`src/logic/pcie_qm_config.svh`:
```
`ifndef PCIE_QM_CONFIG_SVH
`define PCIE_QM_CONFIG_SVH

// number of packet queue managers, power of two
`define NB_PKT_QM 4

// log2 of the manager count
`define QM_ID_WIDTH 2

// total packet queues, spread evenly over the managers
`define NB_FLOWS 16

// log2 of the queue count
`define FLOW_ID_WIDTH 4

// ring slot index width
// pointers carry one extra bit so a ring of 2**RB_AWIDTH fits
`define RB_AWIDTH 4

// entries in the arrival order FIFO, power of two
`define ORDER_DEPTH 8

`endif

```
`src/logic/mmio_pkg.sv`:
```
`default_nettype none

`include "pcie_qm_config.svh"

package mmio_pkg;

    // control word at ctrl_addr
    typedef struct packed {
        logic [3:0]               rsvd_hi;
        logic                     soft_reset;
        logic [24-`RB_AWIDTH:0]   rsvd_mid;
        logic [`RB_AWIDTH:0]      rb_size;
        logic                     disable_qm;
    } mmio_ctrl_t;

    // head pointer word in a queue page
    typedef struct packed {
        logic [30-`RB_AWIDTH:0]   rsvd;
        logic [`RB_AWIDTH:0]      head;
    } mmio_ptr_t;

    // same write word, view chosen by the address
    typedef union packed {
        mmio_ctrl_t ctrl;
        mmio_ptr_t  ptr;
    } mmio_word_u;

    localparam logic [15:0] ctrl_addr       = 16'h0000;
    localparam logic [15:0] queue_page_base = 16'h1000;
    // one queue page every 16 bytes
    localparam int          queue_page_shift = 4;

endpackage

`default_nettype wire

```
`src/logic/queue_pkg.sv`:
```
`default_nettype none

`include "pcie_qm_config.svh"

package queue_pkg;

    // manager id, low bits of the queue id
    typedef logic [`QM_ID_WIDTH-1:0] qm_id_t;

    // queue index inside one manager, high bits of the queue id
    typedef logic [`FLOW_ID_WIDTH-`QM_ID_WIDTH-1:0] local_idx_t;

    // ring pointer, also used for ring size and slots
    typedef logic [`RB_AWIDTH:0] rb_ptr_t;

    typedef struct packed {
        logic [`FLOW_ID_WIDTH-1:0] pkt_queue_id;
        logic [15:0]               size;
    } pkt_meta_t;

    // record after the manager has given it a slot
    typedef struct packed {
        pkt_meta_t meta;
        rb_ptr_t   slot;
    } pkt_meta_slot_t;

endpackage

`default_nettype wire

```
`src/logic/mmio_regs.sv`:
```
`timescale 1ns/1ps
`default_nettype none

`include "pcie_qm_config.svh"

module mmio_regs
    import mmio_pkg::*;
    import queue_pkg::*;
(
    input  wire logic                 pcie_clk,
    input  wire logic                 rst_n,
    input  wire logic [15:0]          mmio_address,
    input  wire logic                 mmio_write,
    input  wire logic                 mmio_read,
    input  var  mmio_word_u           mmio_writedata,
    output logic [31:0]               mmio_readdata,
    output logic                      mmio_readdatavalid,
    output rb_ptr_t                   rb_size,
    output logic                      disable_qm,
    output logic                      sw_reset,
    output logic [`NB_PKT_QM-1:0]     head_upd,
    output local_idx_t                head_upd_idx,
    output rb_ptr_t                   head_upd_ptr
);

    mmio_word_u ctrl_q;

    logic [15:0]               page_off;
    logic                      queue_hit;
    logic [`FLOW_ID_WIDTH-1:0] queue_idx;
    qm_id_t                    owner_id;

    // control fields come straight from the stored word
    assign disable_qm = ctrl_q.ctrl.disable_qm;
    assign rb_size    = ctrl_q.ctrl.rb_size;
    // sw must clear this again itself
    assign sw_reset   = ctrl_q.ctrl.soft_reset;

    // addresses below the page base wrap to large offsets and miss
    assign page_off  = mmio_address - queue_page_base;
    assign queue_hit = mmio_write
                       && (page_off < 16'(`NB_FLOWS << queue_page_shift))
                       && (page_off[queue_page_shift-1:0] == '0);
    assign queue_idx = page_off[queue_page_shift +: `FLOW_ID_WIDTH];

    // low queue bits pick the owning manager
    assign owner_id = queue_idx[`QM_ID_WIDTH-1:0];

    always_ff @(posedge pcie_clk or negedge rst_n) begin
        if (!rst_n) begin
            ctrl_q             <= '0;
            head_upd           <= '0;
            mmio_readdatavalid <= 1'b0;
        end else begin
            if (mmio_write && (mmio_address == ctrl_addr)) begin
                ctrl_q <= mmio_writedata;
            end
            head_upd <= '0;
            if (queue_hit) begin
                head_upd[owner_id] <= 1'b1;
            end
            mmio_readdatavalid <= mmio_read;
        end
    end

    // strobe payload, only looked at with head_upd
    always_ff @(posedge pcie_clk) begin
        if (queue_hit) begin
            head_upd_idx <= queue_idx[`FLOW_ID_WIDTH-1:`QM_ID_WIDTH];
            head_upd_ptr <= mmio_writedata.ptr.head;
        end
        if (mmio_read) begin
            if (mmio_address == ctrl_addr) begin
                mmio_readdata <= ctrl_q;
            end else begin
                mmio_readdata <= '0;
            end
        end
    end

endmodule

`default_nettype wire

```
`src/logic/meta_dispatch.sv`:
```
`timescale 1ns/1ps
`default_nettype none

`include "pcie_qm_config.svh"

module meta_dispatch
    import queue_pkg::*;
(
    input  wire logic                      in_valid,
    input  wire logic [`FLOW_ID_WIDTH-1:0] in_pkt_queue_id,
    input  wire logic [15:0]               in_size,
    input  wire logic [`NB_PKT_QM-1:0]     qm_in_ready,
    input  wire logic                      order_room,
    input  wire logic                      disable_qm,
    input  wire logic                      sw_reset,
    output logic                           in_ready,
    output logic [`NB_PKT_QM-1:0]          qm_in_valid,
    output pkt_meta_t                      qm_in_meta,
    output logic                           order_push,
    output qm_id_t                         order_id
);

    qm_id_t target;
    logic   path_open;

    // managers own queues by the low id bits
    assign target = in_pkt_queue_id[`QM_ID_WIDTH-1:0];

    // one shared record bus, only the target sees valid
    assign qm_in_meta.pkt_queue_id = in_pkt_queue_id;
    assign qm_in_meta.size         = in_size;

    // block closed by software or no space left to record the order
    assign path_open = !disable_qm && !sw_reset && order_room;

    assign in_ready = path_open && qm_in_ready[target];

    // valid does not wait on the manager ready
    always_comb begin
        for (int i = 0; i < `NB_PKT_QM; i++) begin
            qm_in_valid[i] = in_valid && path_open && (target == qm_id_t'(i));
        end
    end

    // every accepted record leaves its manager id behind
    assign order_push = in_valid && in_ready;
    assign order_id   = target;

endmodule

`default_nettype wire

```
`src/logic/pkt_queue_manager.sv`:
```
`timescale 1ns/1ps
`default_nettype none

`include "pcie_qm_config.svh"

module pkt_queue_manager
    import queue_pkg::*;
(
    input  wire logic      pcie_clk,
    input  wire logic      rst_n,
    input  wire logic      in_valid,
    input  var  pkt_meta_t in_meta,
    input  var  rb_ptr_t   rb_size,
    input  wire logic      sw_reset,
    input  wire logic      head_upd,
    input  var local_idx_t head_upd_idx,
    input  var  rb_ptr_t   head_upd_ptr,
    input  wire logic      out_ready,
    output logic           in_ready,
    output logic           out_valid,
    output pkt_meta_slot_t out_meta
);

    localparam int nb_queues = `NB_FLOWS / `NB_PKT_QM;

    rb_ptr_t tails [nb_queues];
    rb_ptr_t heads [nb_queues];

    local_idx_t in_idx;
    rb_ptr_t    cur_tail;
    rb_ptr_t    next_tail;
    logic       ring_full;
    logic       out_free;
    logic       accept;

    // low id bits already chose this manager
    assign in_idx   = in_meta.pkt_queue_id[`FLOW_ID_WIDTH-1:`QM_ID_WIDTH];
    assign cur_tail = tails[in_idx];

    // tail + 1 modulo ring size
    always_comb begin
        if ({1'b0, cur_tail} + 1'b1 >= {1'b0, rb_size}) begin
            next_tail = '0;
        end else begin
            next_tail = cur_tail + 1'b1;
        end
    end

    // one slot stays empty so full and empty differ
    // zero ring size means the ring is not set up yet
    assign ring_full = (rb_size == '0) || (next_tail == heads[in_idx]);

    assign out_free = !out_valid || out_ready;
    assign in_ready = out_free && !ring_full && !sw_reset;
    assign accept   = in_valid && in_ready;

    always_ff @(posedge pcie_clk or negedge rst_n) begin
        if (!rst_n) begin
            for (int i = 0; i < nb_queues; i++) begin
                tails[i] <= '0;
                heads[i] <= '0;
            end
        end else if (sw_reset) begin
            for (int i = 0; i < nb_queues; i++) begin
                tails[i] <= '0;
                heads[i] <= '0;
            end
        end else begin
            if (accept) begin
                tails[in_idx] <= next_tail;
            end
            // software consumed entries up to this head
            if (head_upd) begin
                heads[head_upd_idx] <= head_upd_ptr;
            end
        end
    end

    // single output register, one record in flight
    always_ff @(posedge pcie_clk or negedge rst_n) begin
        if (!rst_n) begin
            out_valid <= 1'b0;
        end else if (accept) begin
            out_valid <= 1'b1;
        end else if (out_ready) begin
            out_valid <= 1'b0;
        end
    end

    always_ff @(posedge pcie_clk) begin
        if (accept) begin
            out_meta.meta <= in_meta;
            // record gets the slot at the old tail
            out_meta.slot <= cur_tail;
        end
    end

endmodule

`default_nettype wire

```
`src/logic/ordered_merge.sv`:
```
`timescale 1ns/1ps
`default_nettype none

`include "pcie_qm_config.svh"

module ordered_merge
    import queue_pkg::*;
(
    input  wire logic                  pcie_clk,
    input  wire logic                  rst_n,
    input  wire logic                  order_push,
    input  var  qm_id_t                order_id,
    input  wire logic [`NB_PKT_QM-1:0] qm_out_valid,
    input  var  pkt_meta_slot_t        qm_out_meta [`NB_PKT_QM],
    input  wire logic                  out_ready,
    output logic                       order_room,
    output logic [`NB_PKT_QM-1:0]      qm_out_ready,
    output logic                       out_valid,
    output logic [`FLOW_ID_WIDTH-1:0]  out_pkt_queue_id,
    output logic [15:0]                out_size,
    output rb_ptr_t                    out_slot
);

    localparam int order_awidth = $clog2(`ORDER_DEPTH);

    qm_id_t                  order_mem [`ORDER_DEPTH];
    logic [order_awidth-1:0] wr_ptr;
    logic [order_awidth-1:0] rd_ptr;
    logic [order_awidth:0]   count;

    qm_id_t head_id;
    logic   order_valid;
    logic   pop;

    assign head_id     = order_mem[rd_ptr];
    assign order_valid = (count != '0);

    // room does not count on a pop in the same cycle
    assign order_room = (count != (order_awidth + 1)'(`ORDER_DEPTH));

    // only the oldest manager may drain
    assign out_valid = order_valid && qm_out_valid[head_id];

    always_comb begin
        for (int i = 0; i < `NB_PKT_QM; i++) begin
            qm_out_ready[i] = order_valid && (head_id == qm_id_t'(i)) && out_ready;
        end
    end

    assign out_pkt_queue_id = qm_out_meta[head_id].meta.pkt_queue_id;
    assign out_size         = qm_out_meta[head_id].meta.size;
    assign out_slot         = qm_out_meta[head_id].slot;

    assign pop = out_valid && out_ready;

    always_ff @(posedge pcie_clk or negedge rst_n) begin
        if (!rst_n) begin
            wr_ptr <= '0;
            rd_ptr <= '0;
            count  <= '0;
        end else begin
            if (order_push) begin
                wr_ptr <= wr_ptr + 1'b1;
            end
            if (pop) begin
                rd_ptr <= rd_ptr + 1'b1;
            end
            // push and pop together leave the count alone
            if (order_push && !pop) begin
                count <= count + 1'b1;
            end else if (pop && !order_push) begin
                count <= count - 1'b1;
            end
        end
    end

    always_ff @(posedge pcie_clk) begin
        if (order_push) begin
            order_mem[wr_ptr] <= order_id;
        end
    end

endmodule

`default_nettype wire

```
`src/logic/pcie_qm_top.sv`:
```
`timescale 1ns/1ps
`default_nettype none

`include "pcie_qm_config.svh"

module pcie_qm_top
    import queue_pkg::*;
(
    input  wire logic                      pcie_clk,
    input  wire logic                      rst_n,
    input  wire logic                      in_valid,
    input  wire logic [`FLOW_ID_WIDTH-1:0] in_pkt_queue_id,
    input  wire logic [15:0]               in_size,
    output logic                           in_ready,
    output logic                           out_valid,
    output logic [`FLOW_ID_WIDTH-1:0]      out_pkt_queue_id,
    output logic [15:0]                    out_size,
    output rb_ptr_t                        out_slot,
    input  wire logic                      out_ready,
    input  wire logic [15:0]               mmio_address,
    input  wire logic                      mmio_write,
    input  wire logic                      mmio_read,
    input  wire logic [31:0]               mmio_writedata,
    output logic [31:0]                    mmio_readdata,
    output logic                           mmio_readdatavalid
);

    rb_ptr_t                rb_size;
    logic                   disable_qm;
    logic                   sw_reset;
    logic [`NB_PKT_QM-1:0]  head_upd;
    local_idx_t             head_upd_idx;
    rb_ptr_t                head_upd_ptr;

    logic [`NB_PKT_QM-1:0]  qm_in_valid;
    logic [`NB_PKT_QM-1:0]  qm_in_ready;
    pkt_meta_t              qm_in_meta;
    logic [`NB_PKT_QM-1:0]  qm_out_valid;
    logic [`NB_PKT_QM-1:0]  qm_out_ready;
    pkt_meta_slot_t         qm_out_meta [`NB_PKT_QM];

    logic                   order_push;
    qm_id_t                 order_id;
    logic                   order_room;

    mmio_regs u_mmio_regs (
        .pcie_clk           (pcie_clk),
        .rst_n              (rst_n),
        .mmio_address       (mmio_address),
        .mmio_write         (mmio_write),
        .mmio_read          (mmio_read),
        .mmio_writedata     (mmio_writedata),
        .mmio_readdata      (mmio_readdata),
        .mmio_readdatavalid (mmio_readdatavalid),
        .rb_size            (rb_size),
        .disable_qm         (disable_qm),
        .sw_reset           (sw_reset),
        .head_upd           (head_upd),
        .head_upd_idx       (head_upd_idx),
        .head_upd_ptr       (head_upd_ptr)
    );

    meta_dispatch u_meta_dispatch (
        .in_valid        (in_valid),
        .in_pkt_queue_id (in_pkt_queue_id),
        .in_size         (in_size),
        .qm_in_ready     (qm_in_ready),
        .order_room      (order_room),
        .disable_qm      (disable_qm),
        .sw_reset        (sw_reset),
        .in_ready        (in_ready),
        .qm_in_valid     (qm_in_valid),
        .qm_in_meta      (qm_in_meta),
        .order_push      (order_push),
        .order_id        (order_id)
    );

    // one manager per group of queues sharing the low id bits
    for (genvar i = 0; i < `NB_PKT_QM; i++) begin : g_qm
        pkt_queue_manager u_pkt_queue_manager (
            .pcie_clk     (pcie_clk),
            .rst_n        (rst_n),
            .in_valid     (qm_in_valid[i]),
            .in_meta      (qm_in_meta),
            .rb_size      (rb_size),
            .sw_reset     (sw_reset),
            .head_upd     (head_upd[i]),
            .head_upd_idx (head_upd_idx),
            .head_upd_ptr (head_upd_ptr),
            .out_ready    (qm_out_ready[i]),
            .in_ready     (qm_in_ready[i]),
            .out_valid    (qm_out_valid[i]),
            .out_meta     (qm_out_meta[i])
        );
    end

    ordered_merge u_ordered_merge (
        .pcie_clk         (pcie_clk),
        .rst_n            (rst_n),
        .order_push       (order_push),
        .order_id         (order_id),
        .qm_out_valid     (qm_out_valid),
        .qm_out_meta      (qm_out_meta),
        .out_ready        (out_ready),
        .order_room       (order_room),
        .qm_out_ready     (qm_out_ready),
        .out_valid        (out_valid),
        .out_pkt_queue_id (out_pkt_queue_id),
        .out_size         (out_size),
        .out_slot         (out_slot)
    );

endmodule

`default_nettype wire

```
`config.mk`:
```
export PLATFORM = sky130hd
export DESIGN_NAME = pcie_qm_top
export DESIGN_NICKNAME = d
export VERILOG_FILES = /design/src/logic/mmio_pkg.sv /design/src/logic/queue_pkg.sv /design/src/logic/mmio_regs.sv /design/src/logic/meta_dispatch.sv /design/src/logic/pkt_queue_manager.sv /design/src/logic/ordered_merge.sv /design/src/logic/pcie_qm_top.sv
export VERILOG_INCLUDE_DIRS = /design/src /design/src/logic
export SDC_FILE = /design/constraint.sdc
export NUM_CORES = 1
export LEC_CHECK = 0
export BUFFER_PORTS_ARGS = -buffer_cell sky130_fd_sc_hd__buf_4
export CORE_MARGIN = 2
export CORE_UTILIZATION = 55
export CTS_BUF_LIST = sky130_fd_sc_hd__clkbuf_16
export DETAILED_ROUTE_END_ITERATION = 16
export GPL_ROUTABILITY_DRIVEN = 0
export PLACE_DENSITY_LB_ADDON = 0.08
export SLEW_MARGIN = 40
export SYNTH_ARGS = -nofsm -noshare
export SYNTH_HDL_FRONTEND = slang
export SYNTH_SLANG_ARGS = --single-unit
export TNS_END_PERCENT = 1
```
`constraint.sdc`:
```
create_clock -name pcie_clk -period 11.2 [get_ports pcie_clk]
set_clock_uncertainty 0.2 [all_clocks]
set_input_delay 2.8 -clock pcie_clk [delete_from_list [all_inputs] [get_ports pcie_clk]]
set_output_delay 2.8 -clock pcie_clk [all_outputs]
set_load 0.01 [all_outputs]
```
==> results.py <==
metrics = {
    "place": {
        "portBuffers": 133,
        "placed_area_sq_um": 18650,
        "dp_hpwl_um": 25650,
        "place_inst": 1887,
    },
    "yosys": {
        "yosysWarningCount": 0,
        "synthFlopType": "dfrtp_1",
        "ys_seq_area_share_pct": 57.30,
        "synth_compound_area_share_pct": 5.614,
        "synth_edf_count": 155,
        "muxShareOfSynthArea_pct": 14.97,
        "synth_area_leaders": "dfrtp_1 30%, edfxtp_1 27%, mux2i_1 5.9%",
        "synth_xor_area_share_pct": 1.479,
        "yosys.area_share.simple_pct": 15.69,
        "async_flop_share_pct": 57.65,
        "syn_avg_cell_area_sq_um": 12.22,
        "synth_top_cell_by_area": "dfrtp_1",
        "synth_adder_area_share_pct": 2.208,
        "synth_top_area_share_pct": 30.45,
        "synth_cells": 1419,
        "synth_cell_types": 76,
        "netlist_area_sq_um": 17340,
        "synth_top_family_by_area": "simple AND/OR/NAND/NOR gates",
        "synth_nets": 1523,
        "ys_seq_elements": 366,
    },
    "floorplan": {
        "core_sq_um": 31310,
        "core.rowCount": 65,
        "fp.dieH_um": 181.6,
        "fp.dieArea_sq_um": 32960,
        "boundaryPins": 134,
        "start_util_pct": 55.38,
        "die_w_um": 181.6,
    },
    "cells_and_area": {
        "fin_area_sq_um": 19870,
        "final_cells": 1959,
        "multi_input_area_sq_um": 6974,
        "seq_area_sq_um": 9938,
        "layout-drive-gt1-share_pct": 20.94,
        "final_common_cell": "dfrtp_1",
        "fillCellCount": 2415,
        "fin_util_pct": 63.47,
        "layout_common_cells": "210 x dfrtp_1, 190 x nand2_1, 155 x edfxtp_1, 146 x buf_4, 101 x mux2i_1",
        "fin_nets": 1632,
        "antenna_cells": 0,
        "area_delta_synth_final_pct": 14.62,
    },
    "detailed_routing": {
        "viasPerCell": 5.773,
        "via_count": 11310,
        "wl_per_cell_um": 19.85,
        "drc": 0,
        "ant_nets": 0,
        "drt_pass1_iterations": 5,
        "wirelength_um": 38880,
        "drt_iter0_drc": 824,
    },
    "clock_tree": {
        "clkLatencyLatePin_ns": 0.52,
        "cts_resized": 0,
        "tritoncts": "built",
        "cts_root_buf": "clkbuf_16",
        "cts.clk_slew.worst_paths_ns": 0.05,
        "cts_buffer_depth": 3,
        "cts_made_buffers": 40,
        "cts_max_level": 2,
        "clock_sinks": 366,
        "cts_setup_buffers": 0,
        "hold_buffers": 0,
    },
    "timing": {
        "hold_viol_final": 0,
        "tightest_slew_ns": 0.7833,
        "setup_viol": 0,
        "relSlewSlack_pct": 47.78,
        "period_minus_slack_ns": 10.39,
        "final_max_slew_viol_count": 0,
        "setup_tns_ns": 0,
        "max_freq_mhz": 96.22,
        "finalCritPeriodShare_pct": 92.79,
        "rsz0062_at_grt": "no",
    },
    "global_route": {
        "grt_usage_pct": 24.01,
        "overflow": 0,
        "grt_pass1_wl_um": 62870,
        "antenna_found_initial": 0,
        "grt_max_degree": 109,
        "grt_pass1_vias": 11290,
    },
    "run_status": {
        "status": "completed",
    },
    "power": {
        "power_density_nw_per_um2": 156.0,
        "peakVddDrop_mv": 0.1007,
        "p_leak_nw": 8.418,
        "power.total_mw": 3.100,
    },
    "worst_setup_path": {
        "worstPathMaxFanout": 29,
        "arrival_ns": 7.39,
        "critPathRequiredTime_ns": 8.20,
        "reg2reg_slack_ns": 5.20,
        "end_kind": "primary output",
        "crit_type": "input port to primary output",
        "cp-start-kind": "input port",
    },
    "job": {
        "maxCapViolCount": 0,
    },
    "worst_hold_path": {
        "hold_class": "flip-flop to flip-flop",
    },
}
==> synthesized netlist by cell type, types with 3 or more instances <==
| library cell | instances |
|---|---|
| a211oi_1 | 3 |
| nor3_2 | 3 |
| o211ai_1 | 5 |
| a31oi_1 | 34 |
| xnor2_1 | 18 |
| mux2_2 | 46 |
| xor2_1 | 5 |
| a21o_1 | 4 |
| clkbuf_1 | 56 |
| buf_4 | 3 |
| o22ai_1 | 5 |
| or3_1 | 8 |
| nor2_4 | 3 |
| buf_1 | 11 |
| o31ai_1 | 5 |
| nor2_1 | 101 |
| and2_1 | 39 |
| nor3b_1 | 3 |
| nor2b_1 | 21 |
| a21oi_1 | 50 |
| o21ai_0 | 18 |
| buf_2 | 8 |
| edfxtp_1 | 155 |
| mux2_4 | 3 |
| nand2b_1 | 48 |
| nor3_1 | 10 |
| nor4_1 | 11 |
| nand3_1 | 54 |
| ha_1 | 29 |
| mux2i_1 | 103 |
| or2_2 | 3 |
| mux4_2 | 44 |
| dfrtp_1 | 211 |
| inv_1 | 24 |
| buf_6 | 5 |
| and3_1 | 32 |
| nand2_1 | 190 |
==> through the flow <==
step           hold slack, ns  setup slack (ns)
3_3_place_gp           0.2782             1.045
4_1_cts                0.2985            0.8098
2_1_floorplan          0.2648             1.851
6_report               0.2936            0.8073
5_1_grt                0.3061            0.4211
3_5_place_dp           0.2851            0.8376
==> routing by layer <==
layer	wire (um)	GRT usage, %
met1	17410	34.49
met4	796	6.081
met2	18680	38.70
met5	0	0
met3	1990	3.851
==> cell type report <==
class                           count  area share (%)
Sequential cell                   366           50.01
Tap cell                          402           2.531
Multi-Input combinational cell    945           35.09
Clock inverter                     29          0.7995
Inverter                           24          0.4533
Timing Repair Buffer              151           5.830
Clock buffer                       42           5.288
==> logic make-up after synthesis <==
group | count (synthesis)
multiplexers | 197
buffers and inverters | 108
adder cells (fa/ha/maj) | 30
flip-flops | 366
XOR/XNOR | 26
AO/OA/AOI/OAI | 146
AND/OR/NAND/NOR | 546
==> worst max-delay path, cell delays in order <==
cell	delay [ns]
buf_4	0.43
mux4_2	0.69
ha_1	0.30
xnor2_1	0.37
inv_1	0.10
ha_1	0.29
o211ai_1	0.16
o21ai_0	0.23
nor3_1	0.56
nand3_1	0.17
a32oi_2	0.55
nor2b_2	0.29
o22ai_1	0.11
and2_1	0.17
buf_4	0.14
==> report_power, final <==
part	total (mW)	switching, mW	internal [mW]
sequential	1.43	0.0187	1.41
combinational	0.460	0.260	0.200
clock	1.21	0.510	0.697
==> worst paths after layout <==
kind | start | depth (start not counted) | end
min | u_mmio_regs.ctrl_q[30] | 1 | u_mmio_regs.ctrl_q[30]
max | in_pkt_queue_id[2] | 15 | in_ready
max in group asynchronous | rst_n | 2 | u_mmio_regs.ctrl_q[27]
max reg2reg | g_qm[3].u_pkt_queue_manager.tails[0] | 21 | u_ordered_merge.count[3]
min reg2reg | u_mmio_regs.ctrl_q[30] | 1 | u_mmio_regs.ctrl_q[30]
min in group asynchronous | rst_n | 1 | g_qm[2].u_pkt_queue_manager.tails[4]
==> state kept, by name (all words and copies together) (netlist names) <==
signal	count
g_qm.u_pkt_queue_manager.tails	80
u_mmio_regs.head_upd_idx	2
u_mmio_regs.head_upd_ptr	5
u_mmio_regs.ctrl_q	32
u_ordered_merge.count	4
u_mmio_regs.head_upd	4
g_qm.u_pkt_queue_manager.out_meta	100
u_mmio_regs.mmio_readdatavalid	1
g_qm.u_pkt_queue_manager.out_valid	4
u_ordered_merge.order_mem	16
u_ordered_merge.rd_ptr	3
u_ordered_merge.wr_ptr	3
u_mmio_regs.mmio_readdata	32
g_qm.u_pkt_queue_manager.heads	80
No activity file was read; power rests on OpenSTA's default activity.
